--- src/logic/arcade_pkg.sv ---
package arcade_pkg;

	// ============================================================
	// Control vectors
	// ============================================================
	localparam int JOY_W  = 8;
	localparam int CTRL_W = 5;
	localparam int SW_W   = 3;

	// Bit order shared by joystick words and control vectors
	localparam int CTRL_RIGHT = 0;
	localparam int CTRL_LEFT  = 1;
	localparam int CTRL_DOWN  = 2;
	localparam int CTRL_UP    = 3;
	localparam int CTRL_FIRE  = 4;

	// Game switch bits
	localparam int SW_COIN   = 0;
	localparam int SW_START1 = 1;
	localparam int SW_START2 = 2;

	typedef logic [JOY_W-1:0]  joy_t;
	typedef logic [CTRL_W-1:0] ctrl_t;
	typedef logic [SW_W-1:0]   sw_t;

	// ============================================================
	// Keyboard events
	// ============================================================
	localparam int KEY_CODE_W      = 8;
	localparam int KEY_EVENT_W     = 11;
	localparam int KEY_PRESSED_BIT = 9;
	localparam int KEY_TOGGLE_BIT  = 10;

	typedef logic [KEY_CODE_W-1:0]  key_code_t;
	typedef logic [KEY_EVENT_W-1:0] key_event_t;

	localparam key_code_t KEY_UP     = 8'h75;
	localparam key_code_t KEY_DOWN   = 8'h72;
	localparam key_code_t KEY_LEFT   = 8'h6B;
	localparam key_code_t KEY_RIGHT  = 8'h74;
	localparam key_code_t KEY_FIRE   = 8'h29; // Space
	localparam key_code_t KEY_COIN   = 8'h76; // Esc
	localparam key_code_t KEY_START1 = 8'h05; // F1
	localparam key_code_t KEY_START2 = 8'h06; // F2

	// ============================================================
	// Video and audio
	// ============================================================
	typedef logic [2:0] rgb3_t;
	typedef logic [1:0] rgb2_t;
	typedef logic [5:0] vga_t;

	localparam int AUDIO_W = 8;
	typedef logic [AUDIO_W-1:0] audio_t;

	localparam int CE_DIV   = 4; // System clocks per pixel
	localparam int CE_CNT_W = $clog2(CE_DIV);
	typedef logic [CE_CNT_W-1:0] ce_cnt_t;

endpackage

--- src/logic/host_pkg.sv ---
package host_pkg;

	// APB bus widths
	localparam int APB_ADDR_W = 4;
	localparam int APB_DATA_W = 32;

	typedef logic [APB_ADDR_W-1:0] apb_addr_t;
	typedef logic [APB_DATA_W-1:0] apb_data_t;

	// ============================================================
	// Register map
	// ============================================================
	localparam apb_addr_t ADDR_CTRL   = 4'h0;
	localparam apb_addr_t ADDR_STATUS = 4'h4;

	// Control register layout
	localparam int CTRL_REG_W      = 4;
	localparam int CTRL_RESET_BIT  = 0;
	localparam int CTRL_ROTATE_BIT = 1;
	localparam int CTRL_SCAN_LSB   = 2;
	localparam int CTRL_SCAN_W     = 2;

	typedef logic [CTRL_REG_W-1:0]  ctrl_reg_t;
	typedef logic [CTRL_SCAN_W-1:0] scan_t;

	// Status register layout, merged controls sit in the low bits
	localparam int STAT_CTRL_LSB   = 0;
	localparam int STAT_COIN_BIT   = 5;
	localparam int STAT_START1_BIT = 6;
	localparam int STAT_START2_BIT = 7;

endpackage

--- src/logic/ps2_key_decoder.sv ---
`timescale 1ns/1ps

module ps2_key_decoder
	import arcade_pkg::*;
(
	input  logic       clk_sys,
	input  logic       rst_n,
	input  key_event_t key_event,
	output ctrl_t      kb_ctrl,
	output logic       kb_coin,
	output logic       kb_start1,
	output logic       kb_start2
);

	logic      toggle_q; // Toggle bit seen on the previous clock
	logic      new_event;
	logic      pressed;
	key_code_t code;

	assign code      = key_event[KEY_CODE_W-1:0];
	assign pressed   = key_event[KEY_PRESSED_BIT];
	assign new_event = key_event[KEY_TOGGLE_BIT] != toggle_q;

	always_ff @(posedge clk_sys) begin
		if (!rst_n) begin
			toggle_q <= 1'b0;
		end else begin
			toggle_q <= key_event[KEY_TOGGLE_BIT];
		end
	end

	// ============================================================
	// Held button states
	// ============================================================
	always_ff @(posedge clk_sys) begin
		if (!rst_n) begin
			kb_ctrl   <= '0;
			kb_coin   <= 1'b0;
			kb_start1 <= 1'b0;
			kb_start2 <= 1'b0;
		end else if (new_event) begin
			case (code)
				KEY_UP:     kb_ctrl[CTRL_UP]    <= pressed;
				KEY_DOWN:   kb_ctrl[CTRL_DOWN]  <= pressed;
				KEY_LEFT:   kb_ctrl[CTRL_LEFT]  <= pressed;
				KEY_RIGHT:  kb_ctrl[CTRL_RIGHT] <= pressed;
				KEY_FIRE:   kb_ctrl[CTRL_FIRE]  <= pressed;
				KEY_COIN:   kb_coin             <= pressed;
				KEY_START1: kb_start1           <= pressed;
				KEY_START2: kb_start2           <= pressed;
				default: begin
					// Other keys are ignored
				end
			endcase
		end
	end

endmodule

--- src/logic/control_mapper.sv ---
`timescale 1ns/1ps

module control_mapper
	import arcade_pkg::*;
(
	input  logic  clk_sys,
	input  logic  rst_n,
	input  ctrl_t kb_ctrl,
	input  logic  kb_coin,
	input  logic  kb_start1,
	input  logic  kb_start2,
	input  joy_t  joy0,
	input  joy_t  joy1,
	input  logic  rotate,
	output ctrl_t game_ctrl_n,
	output sw_t   game_sw,
	output ctrl_t merged_ctrl
);

	ctrl_t merged;
	ctrl_t mapped;

	// Keyboard and both sticks act as one controller
	assign merged = kb_ctrl | joy0[CTRL_W-1:0] | joy1[CTRL_W-1:0];

	// Quarter turn for a vertical screen
	always_comb begin
		mapped = merged;
		if (rotate) begin
			mapped[CTRL_UP]    = merged[CTRL_LEFT];
			mapped[CTRL_DOWN]  = merged[CTRL_RIGHT];
			mapped[CTRL_LEFT]  = merged[CTRL_DOWN];
			mapped[CTRL_RIGHT] = merged[CTRL_UP];
		end
	end

	always_ff @(posedge clk_sys) begin
		if (!rst_n) begin
			game_ctrl_n <= '1; // Nothing pressed
			game_sw     <= '0;
			merged_ctrl <= '0;
		end else begin
			game_ctrl_n <= ~mapped; // Core expects active low
			game_sw[SW_COIN]   <= kb_coin;
			game_sw[SW_START1] <= kb_start1;
			game_sw[SW_START2] <= kb_start2;
			merged_ctrl <= merged;
		end
	end

endmodule

--- src/logic/host_regs.sv ---
`timescale 1ns/1ps

module host_regs
	import arcade_pkg::*, host_pkg::*;
(
	input  logic      clk_sys,
	input  logic      rst_n,
	input  logic      psel,
	input  logic      penable,
	input  logic      pwrite,
	input  apb_addr_t paddr,
	input  apb_data_t pwdata,
	output apb_data_t prdata,
	input  ctrl_t     merged_ctrl,
	input  logic      kb_coin,
	input  logic      kb_start1,
	input  logic      kb_start2,
	output logic      core_reset,
	output logic      rotate,
	output scan_t     scanlines
);

	ctrl_reg_t ctrl_q;
	apb_data_t status_word;
	logic      access;

	// Access phase, no wait states
	assign access = psel & penable;

	// ============================================================
	// Control register
	// ============================================================
	always_ff @(posedge clk_sys) begin
		if (!rst_n) begin
			ctrl_q <= '0;
		end else if (access && pwrite && paddr == ADDR_CTRL) begin
			ctrl_q <= pwdata[CTRL_REG_W-1:0];
		end
	end

	assign core_reset = ctrl_q[CTRL_RESET_BIT];
	assign rotate     = ctrl_q[CTRL_ROTATE_BIT];
	assign scanlines  = ctrl_q[CTRL_SCAN_LSB +: CTRL_SCAN_W];

	// ============================================================
	// Live input status
	// ============================================================
	always_comb begin
		status_word = '0;
		status_word[STAT_CTRL_LSB +: CTRL_W] = merged_ctrl;
		status_word[STAT_COIN_BIT]   = kb_coin;
		status_word[STAT_START1_BIT] = kb_start1;
		status_word[STAT_START2_BIT] = kb_start2;
	end

	// Read mux, unmapped offsets return zero
	always_comb begin
		prdata = '0;
		if (psel && !pwrite) begin
			case (paddr)
				ADDR_CTRL:   prdata = apb_data_t'(ctrl_q);
				ADDR_STATUS: prdata = status_word;
				default:     prdata = '0;
			endcase
		end
	end

endmodule

--- src/logic/pixel_gate.sv ---
`timescale 1ns/1ps

module pixel_gate
	import arcade_pkg::*;
(
	input  logic  clk_sys,
	input  logic  rst_n,
	input  rgb3_t core_r,
	input  rgb3_t core_g,
	input  rgb2_t core_b,
	input  logic  hblank,
	input  logic  vblank,
	output logic  ce_pix,
	output vga_t  vga_r,
	output vga_t  vga_g,
	output vga_t  vga_b
);

	ce_cnt_t div_q;
	logic    blank;

	// Free running pixel divider
	always_ff @(posedge clk_sys) begin
		if (!rst_n) begin
			div_q <= '0;
		end else begin
			div_q <= div_q + 1'b1; // Wraps at CE_DIV
		end
	end

	assign ce_pix = div_q == ce_cnt_t'(CE_DIV - 1);
	assign blank  = hblank | vblank;

	// ============================================================
	// Colour gating and widening
	// ============================================================
	always_ff @(posedge clk_sys) begin
		if (!rst_n) begin
			vga_r <= '0;
			vga_g <= '0;
			vga_b <= '0;
		end else if (ce_pix) begin
			if (blank) begin
				vga_r <= '0;
				vga_g <= '0;
				vga_b <= '0;
			end else begin
				vga_r <= {core_r, core_r};
				vga_g <= {core_g, core_g};
				vga_b <= {core_b, core_b, core_b}; // 2 bits repeated
			end
		end
	end

endmodule

--- src/logic/sigma_delta_dac.sv ---
`timescale 1ns/1ps

module sigma_delta_dac
	import arcade_pkg::*;
(
	input  logic   clk_sys,
	input  logic   rst_n,
	input  audio_t audio_in,
	output logic   audio_out
);

	audio_t           acc_q;
	logic [AUDIO_W:0] sum; // One extra bit for the carry

	assign sum = {1'b0, acc_q} + {1'b0, audio_in};

	// First order loop, the carry is the output bit
	always_ff @(posedge clk_sys) begin
		if (!rst_n) begin
			acc_q     <= '0;
			audio_out <= 1'b0;
		end else begin
			acc_q     <= sum[AUDIO_W-1:0];
			audio_out <= sum[AUDIO_W];
		end
	end

endmodule

--- src/logic/arcade_frontend.sv ---
`timescale 1ns/1ps

module arcade_frontend
	import arcade_pkg::*, host_pkg::*;
(
	input  logic       clk_sys,
	input  logic       rst_n,
	input  key_event_t key_event,
	input  joy_t       joy0,
	input  joy_t       joy1,
	input  logic       psel,
	input  logic       penable,
	input  logic       pwrite,
	input  apb_addr_t  paddr,
	input  apb_data_t  pwdata,
	output apb_data_t  prdata,
	input  rgb3_t      core_r,
	input  rgb3_t      core_g,
	input  rgb2_t      core_b,
	input  logic       hblank,
	input  logic       vblank,
	input  audio_t     audio_in,
	output ctrl_t      game_ctrl_n,
	output sw_t        game_sw,
	output logic       core_reset,
	output scan_t      scanlines,
	output logic       ce_pix,
	output vga_t       vga_r,
	output vga_t       vga_g,
	output vga_t       vga_b,
	output logic       audio_out
);

	ctrl_t kb_ctrl;
	logic  kb_coin;
	logic  kb_start1;
	logic  kb_start2;
	ctrl_t merged_ctrl;
	logic  rotate;

	// ============================================================
	// Player inputs
	// ============================================================
	ps2_key_decoder ps2_key_decoder_inst (
		.clk_sys   (clk_sys),
		.rst_n     (rst_n),
		.key_event (key_event),
		.kb_ctrl   (kb_ctrl),
		.kb_coin   (kb_coin),
		.kb_start1 (kb_start1),
		.kb_start2 (kb_start2)
	);

	control_mapper control_mapper_inst (
		.clk_sys     (clk_sys),
		.rst_n       (rst_n),
		.kb_ctrl     (kb_ctrl),
		.kb_coin     (kb_coin),
		.kb_start1   (kb_start1),
		.kb_start2   (kb_start2),
		.joy0        (joy0),
		.joy1        (joy1),
		.rotate      (rotate),
		.game_ctrl_n (game_ctrl_n),
		.game_sw     (game_sw),
		.merged_ctrl (merged_ctrl)
	);

	// Host configuration over APB
	host_regs host_regs_inst (
		.clk_sys     (clk_sys),
		.rst_n       (rst_n),
		.psel        (psel),
		.penable     (penable),
		.pwrite      (pwrite),
		.paddr       (paddr),
		.pwdata      (pwdata),
		.prdata      (prdata),
		.merged_ctrl (merged_ctrl),
		.kb_coin     (kb_coin),
		.kb_start1   (kb_start1),
		.kb_start2   (kb_start2),
		.core_reset  (core_reset),
		.rotate      (rotate),
		.scanlines   (scanlines)
	);

	// ============================================================
	// Video and audio out
	// ============================================================
	pixel_gate pixel_gate_inst (
		.clk_sys (clk_sys),
		.rst_n   (rst_n),
		.core_r  (core_r),
		.core_g  (core_g),
		.core_b  (core_b),
		.hblank  (hblank),
		.vblank  (vblank),
		.ce_pix  (ce_pix),
		.vga_r   (vga_r),
		.vga_g   (vga_g),
		.vga_b   (vga_b)
	);

	sigma_delta_dac sigma_delta_dac_inst (
		.clk_sys   (clk_sys),
		.rst_n     (rst_n),
		.audio_in  (audio_in),
		.audio_out (audio_out)
	);

endmodule

--- config.mk ---
export PLATFORM = sky130hd
export DESIGN_NAME = arcade_frontend
export DESIGN_NICKNAME = d
export VERILOG_FILES = /design/src/logic/arcade_pkg.sv /design/src/logic/host_pkg.sv /design/src/logic/ps2_key_decoder.sv /design/src/logic/control_mapper.sv /design/src/logic/host_regs.sv /design/src/logic/pixel_gate.sv /design/src/logic/sigma_delta_dac.sv /design/src/logic/arcade_frontend.sv
export SDC_FILE = /design/constraint.sdc
export NUM_CORES = 1
export LEC_CHECK = 0
export BUFFER_PORTS_ARGS = -buffer_cell sky130_fd_sc_hd__buf_4
export CAP_MARGIN = 20
export CORE_ASPECT_RATIO = 0.6
export CORE_MARGIN = 8
export CORE_UTILIZATION = 38
export DETAILED_ROUTE_END_ITERATION = 6
export GPL_TIMING_DRIVEN = 0
export PLACE_DENSITY = 0.77
export SLEW_MARGIN = 20
export SYNTH_ARGS = -nofsm -noshare
export SYNTH_HDL_FRONTEND = slang
export SYNTH_SLANG_ARGS = --single-unit
--- constraint.sdc ---
create_clock -name clk_sys -period 1.55 [get_ports clk_sys]
set_input_delay 0 -clock clk_sys [delete_from_list [all_inputs] [get_ports clk_sys]]
set_output_delay 0 -clock clk_sys [all_outputs]
set_load 0.005 [all_outputs]
==> results of run 1 <==
==> per-stage QoR <==
step	setup TNS, ns	utilization, %	worst slack [ns]
floorplan	0	-	0.0254
global placement	-0.143	55.0	-0.0788
detailed placement	-0.331	55.0	-0.160
CTS	-0.100	61.2	-0.0827
global route	-0.137	61.8	-0.0884
finish	-0.0460	61.8	-0.0460
==> sequential cells by signal, summed over array words and instances, names as in the netlist, 3 cells and up <==
signal                           flops
sigma_delta_dac_inst.acc_q           8
control_mapper_inst.game_ctrl_n      5
control_mapper_inst.merged_ctrl      5
ps2_key_decoder_inst.kb_ctrl         5
host_regs_inst.ctrl_q                4
control_mapper_inst.game_sw          3
pixel_gate_inst.vga_g                3
pixel_gate_inst.vga_r                3
==> timing repair <==
action,CTS,global route
hold buffers,21,0
endpoints found under the hold margin,17,0
buffers inserted,2,1
resized for setup,6,3
cloned,0,0
setup endpoints to repair,3,6
pin swaps,4,4
==> kinds of logic (layout without fill, tap and decap cells) <==
family / Yosys count / in the layout / synth area share [%]
AO/OA/AOI/OAI: 31 / 31 / 9.07
XOR/XNOR: 1 / 1 / 0.389
adder cells (fa/ha/maj): 10 / 10 / 5.90
buffers and inverters: 50 / 171 / 14.2
flip-flops: 45 / 45 / 40.0
multiplexers: 16 / 16 / 7.12
other: 1 / 24 / 0.167
AND/OR/NAND/NOR: 97 / 97 / 23.1
==> report_power, final <==
group	switching (mW)	internal (mW)
clock network	0.386	0.484
logic	0.355	0.403
registers	0.0328	1.25
==> per-layer routing <==
layer,GRT usage [%],routed length (um)
met2,23.5,2930
met3,4.27,488
met4,4.19,44
met5,0,0
met1,18.3,2920
==> cell type report <==
class / instances / area share (%)
well taps: 80 / 2.87
plain buffers: 41 / 8.21
multi-input cells: 179 / 33.1
clock buffers: 6 / 2.08
inverters: 9 / 0.968
repair buffers: 113 / 25.8
flip-flops and latches: 45 / 25.9
clock inverters: 2 / 1.11
==> final timing paths <==
kind                                               startpoint                                 end  depth (start not counted)
worst max-delay path            sigma_delta_dac_inst.acc_q[0]      sigma_delta_dac_inst.audio_out                          7
worst min-delay path                                  joy1[4]  control_mapper_inst.game_ctrl_n[4]                          3
worst min register to register       pixel_gate_inst.div_q[0]            pixel_gate_inst.div_q[0]                          1
worst max register to register  sigma_delta_dac_inst.acc_q[0]      sigma_delta_dac_inst.audio_out                          7
==> cells in the final DEF, fill, tap and decap left out, types with 8 or more instances in the layout <==
cell / n
buf_4: 127
nor2_1: 19
nand3_1: 16
inv_1: 8
nor3_1: 15
dlygate4sd3_1: 21
a21oi_1: 10
nand2b_1: 10
conb_1: 24
dfxtp_1: 44
nand2_1: 14
mux2i_1: 16
==> critical path: stages, from the launching register on <==
cell and delay [ns]:
dfxtp_2 0.33, ha_4 0.16, inv_2 0.05, fa_2 0.20, nor2b_2 0.05, o31a_1 0.28, o21a_1 0.20, o31a_1 0.23
==> results_dict.tcl, run 1 <==
set metrics [dict create \
    grt_pass1_wl_um 10000 \
    leakage_nw 1.70 \
    ir_worst_vdd_mv 0.563 \
    critical_path.endpoint_type "register" \
    hpwl_um 5040 \
    drc 0 \
    n_antenna_cell 0 \
    fin_crit_ns 1.60 \
    ctsHtreeMaxLevel 2 \
    fin_skew_ns 0.00903 \
    path_class "reg2reg" \
    crit_required_ns 1.73 \
    synth_flop_cell "dfxtp_1" \
    syn-instance-count 251 \
    tightest_slew_ns 0.524 \
    path_max_fanout 2 \
    clock-sinks 45 \
    violations "setup timing" \
    gp_congestion 0.873 \
    syn_area_per_cell_um2 8.96 \
    grt_max_degree 15 \
    setup_ws_ns -0.0460 \
    io_pins 149 \
    report.final.slew_viol_count 0 \
    ctsRootBufferMaster "clkbuf_8" \
    synth_area_um2 2250 \
    grt.total_usage_pct 14.5 \
    synthTopCellsByArea "dfxtp_1 (40%), buf_4 (12%), mux2i_1 (7.1%)" \
    slew_headroom_pct 65.1 \
    worstSetupStartpointType "register" \
    clock.fmax_ghz 0.627 \
    design_area_um2 3490 \
    cts_tree "built" \
    netlist.area_leader.share_pct 40.0 \
    fp.dieW_um 115 \
    cts_buffers 5 \
    yosysMostFrequentCell "dfxtp_1" \
    die_area_um2 8720 \
    start_util_pct 39.8 \
    timing.hold.ws_ns 0.0295 \
    post_dp_cell_area_um2 3100 \
    cp.arrival_ns 1.78 \
    setup_viol 1 \
    rsz0062_at_grt "true" \
    drive_gt1_share_pct 36.7 \
    wl_um 6380 \
    antenna_found_initial 0 \
    regArea_um2 902 \
    yosysTopAreaCell "dfxtp_1" \
    hold_class "in2reg" \
    n_fill_cell 488 \
    drtIter0Drc 100 \
    outcome "finished, violations left" \
    insertion_delay_ns 0.29 \
    clkSlewWorstSetupHoldPaths_ns 0.08 \
    power_mw 2.91 \
    r2r_slack_ns -0.05 \
    final_cells 475 \
    dp.cells 443 \
    final_net_count 490 \
    portBuffers 89 \
    rows 21 \
    synth_seq_area_share_pct 40.0 \
    synth_edf_count 0 \
    wl_per_cell_um 13.4 \
    yosysWarnings 0 \
    overflow 0 \
    via_per_inst 4.45 \
    maxCapViolCount 0 \
    synth_cell_types 38 \
    p_per_area_nw_per_um2 833 \
    cts_buffer_depth 2 \
    grt_pass1_vias 2082 \
    multi_input_area_um2 1150 \
    via_count 2112 \
    finalCritPeriodShare_pct 103 \
    drtAntennaViolNets 0 \
    area_growth_syn_to_layout_pct 55.1 \
    drtPass1Iterations 4 \
    hold_viol_final 0 \
    core_um2 5650 \
    ys_seq_elements 45 \
    async_reset_ff_share_pct 0 \
    die_h_um 75.6 \
    yosys-top-cells-count "dfxtp_1 (45), buf_4 (35), nor2_1 (19)" \
]
Power figures use the tool's default switching activity.
==> inputs of run 2 (changes only) <==
--- a/config.mk
+++ b/config.mk
@@ -7,7 +7,7 @@
 export LEC_CHECK = 0
 export BUFFER_PORTS_ARGS = -buffer_cell sky130_fd_sc_hd__buf_4
 export CAP_MARGIN = 20
-export CORE_ASPECT_RATIO = 0.6
+export CORE_ASPECT_RATIO = 0.75
 export CORE_MARGIN = 8
 export CORE_UTILIZATION = 38
 export DETAILED_ROUTE_END_ITERATION = 6
==> run 2 against run 1 <==
The run still ends with setup timing left. Via count fell by 0.80%. Critical path depth did not move. Setup slack improved by 0.030 ns. Clock power rose by 1%. Combinational power fell by 1%. Hold slack got worse by 0.017 ns. Sequential power barely moved. Non-clock buffer count fell by 1. Maximum frequency rose by 1.9%. First-iteration DRC count fell by 61%. Largest power group unchanged.
==> results_dict.tcl, run 2 (synthesized netlist as in run 1, its figures left out) <==
set metrics [dict create \
    outcome "finished, violations left" \
    violations "setup timing" \
    start_util_pct 39.0 \
    n_fill_cell 524 \
    clock-sinks 45 \
    wl_per_cell_um 13.0 \
    core_um2 5770 \
    hpwl_um 4700 \
    finalCritPeriodShare_pct 101 \
    p_per_area_nw_per_um2 832 \
    top_register "sigma_delta_dac_inst.acc_q" \
    largest_reg_flops 8 \
    portBuffers 89 \
    fin_crit_ns 1.57 \
    drtAntennaViolNets 0 \
    dp.cells 441 \
    ctsRootBufferMaster "clkbuf_8" \
    overflow 0 \
    leakage_nw 1.70 \
    drc 0 \
    hold_class "in2reg" \
    setup_ws_ns -0.0160 \
    die_h_um 82.6 \
    cts_buffer_depth 2 \
    cts_tree "built" \
    hold_viol_final 0 \
    drive_gt1_share_pct 37.3 \
    via_per_inst 4.44 \
    fin_util_pct 60.6 \
    wl_um 6140 \
    die_area_um2 8660 \
    insertion_delay_ns 0.29 \
    via_count 2095 \
    grt_pass1_wl_um 9820 \
    grt.total_usage_pct 13.7 \
    worstSetupStartpointType "register" \
    grt_max_degree 16 \
    final_net_count 489 \
    maxCapViolCount 0 \
    n_antenna_cell 0 \
    drtPass1Iterations 4 \
    regArea_um2 902 \
    final_cells 472 \
    pre_cts_ws_ns -0.0585 \
    path_class "reg2reg" \
    cp.arrival_ns 1.75 \
    fin_skew_ns 0.00498 \
    antenna_found_initial 0 \
    critical_path.endpoint_type "register" \
    design_area_um2 3500 \
    rsz0062_at_grt "true" \
    io_pins 149 \
    fp.dieW_um 105 \
    cts_buffers 5 \
    layout_common_cells "buf_4 (125), dfxtp_1 (44), conb_1 (24), dlygate4sd3_1 (22), nor2_1 (19)" \
    power_mw 2.91 \
    rows 24 \
    clock.fmax_ghz 0.639 \
    drtIter0Drc 39 \
    setup_viol 1 \
    ctsHtreeMaxLevel 2 \
    post_dp_cell_area_um2 3100 \
    ir_worst_vdd_mv 0.588 \
    crit_required_ns 1.74 \
    grt_pass1_vias 2045 \
    tns_ns -0.0160 \
    gp_congestion 0.809 \
    clkSlewWorstSetupHoldPaths_ns 0.09 \
    path_max_fanout 3 \
    timing.hold.ws_ns 0.0128 \
    report.final.slew_viol_count 0 \
    multi_input_area_um2 1160 \
    layout_commonest_cell "buf_4" \
    area_growth_syn_to_layout_pct 55.4 \
]
run 2: changes by cell type in the layout (fill, tap and decap cells not counted), sizes merged:
cell         delta
buf             -2
clkbuf          -1
clkinvlp        +1
dlygate4sd3     +1
run 2: final timing paths:
kind,from,endpoint,slack [ns],depth (start not counted)
min reg2reg,pixel_gate_inst.div_q[0],pixel_gate_inst.div_q[0],0.42,1
max,sigma_delta_dac_inst.acc_q[0],sigma_delta_dac_inst.audio_out,-0.02,7
max reg2reg,sigma_delta_dac_inst.acc_q[0],sigma_delta_dac_inst.audio_out,-0.02,7
min,joy0[4],control_mapper_inst.game_ctrl_n[4],0.01,3
run 2: per-layer routing:
layer  GRT usage [%]  routed length, um  up-vias
met5               0                  0        -
met3            5.27                484        2
li1                -                  -     1089
met2            25.1               3080       73
met4            2.13                 19        0
met1            15.2               2560      931
run 2: where the power goes:
part | total [mW] | switching, mW | internal [mW] | leakage [nW]
Clock | 0.883 | 0.400 | 0.483 | 0.0543
Combinational | 0.750 | 0.349 | 0.402 | 1.27
Sequential | 1.27 | 0.0298 | 1.25 | 0.370
run 2: worst max-delay path, cell delays in order, from the launching register on:
cell and delay [ns]:
dfxtp_2 0.33, ha_4 0.16, inv_2 0.05, fa_2 0.21, nor2b_4 0.05, o31a_1 0.25
o21a_1 0.18, o31a_1 0.24
run 2: final cells by class:
type / count / share of cell area (%)
Clock inverter: 3 / 1.32
Buffer: 41 / 8.20
Clock buffer: 5 / 1.97
Sequential cell: 45 / 25.8
Timing Repair Buffer: 112 / 25.6
Multi-Input combinational cell: 179 / 33.3
Inverter: 9 / 0.966
Tap cell: 78 / 2.79
run 2: repair_timing:
| item | in CTS | in global routing |
|---|---|---|
| pin swaps | 2 | 3 |
| setup endpoints to repair | 4 | 6 |
| setup buffers | 0 | 1 |
| gates resized for setup | 4 | 10 |
| endpoints found under the hold margin | 18 | 0 |
| hold buffers | 22 | 0 |
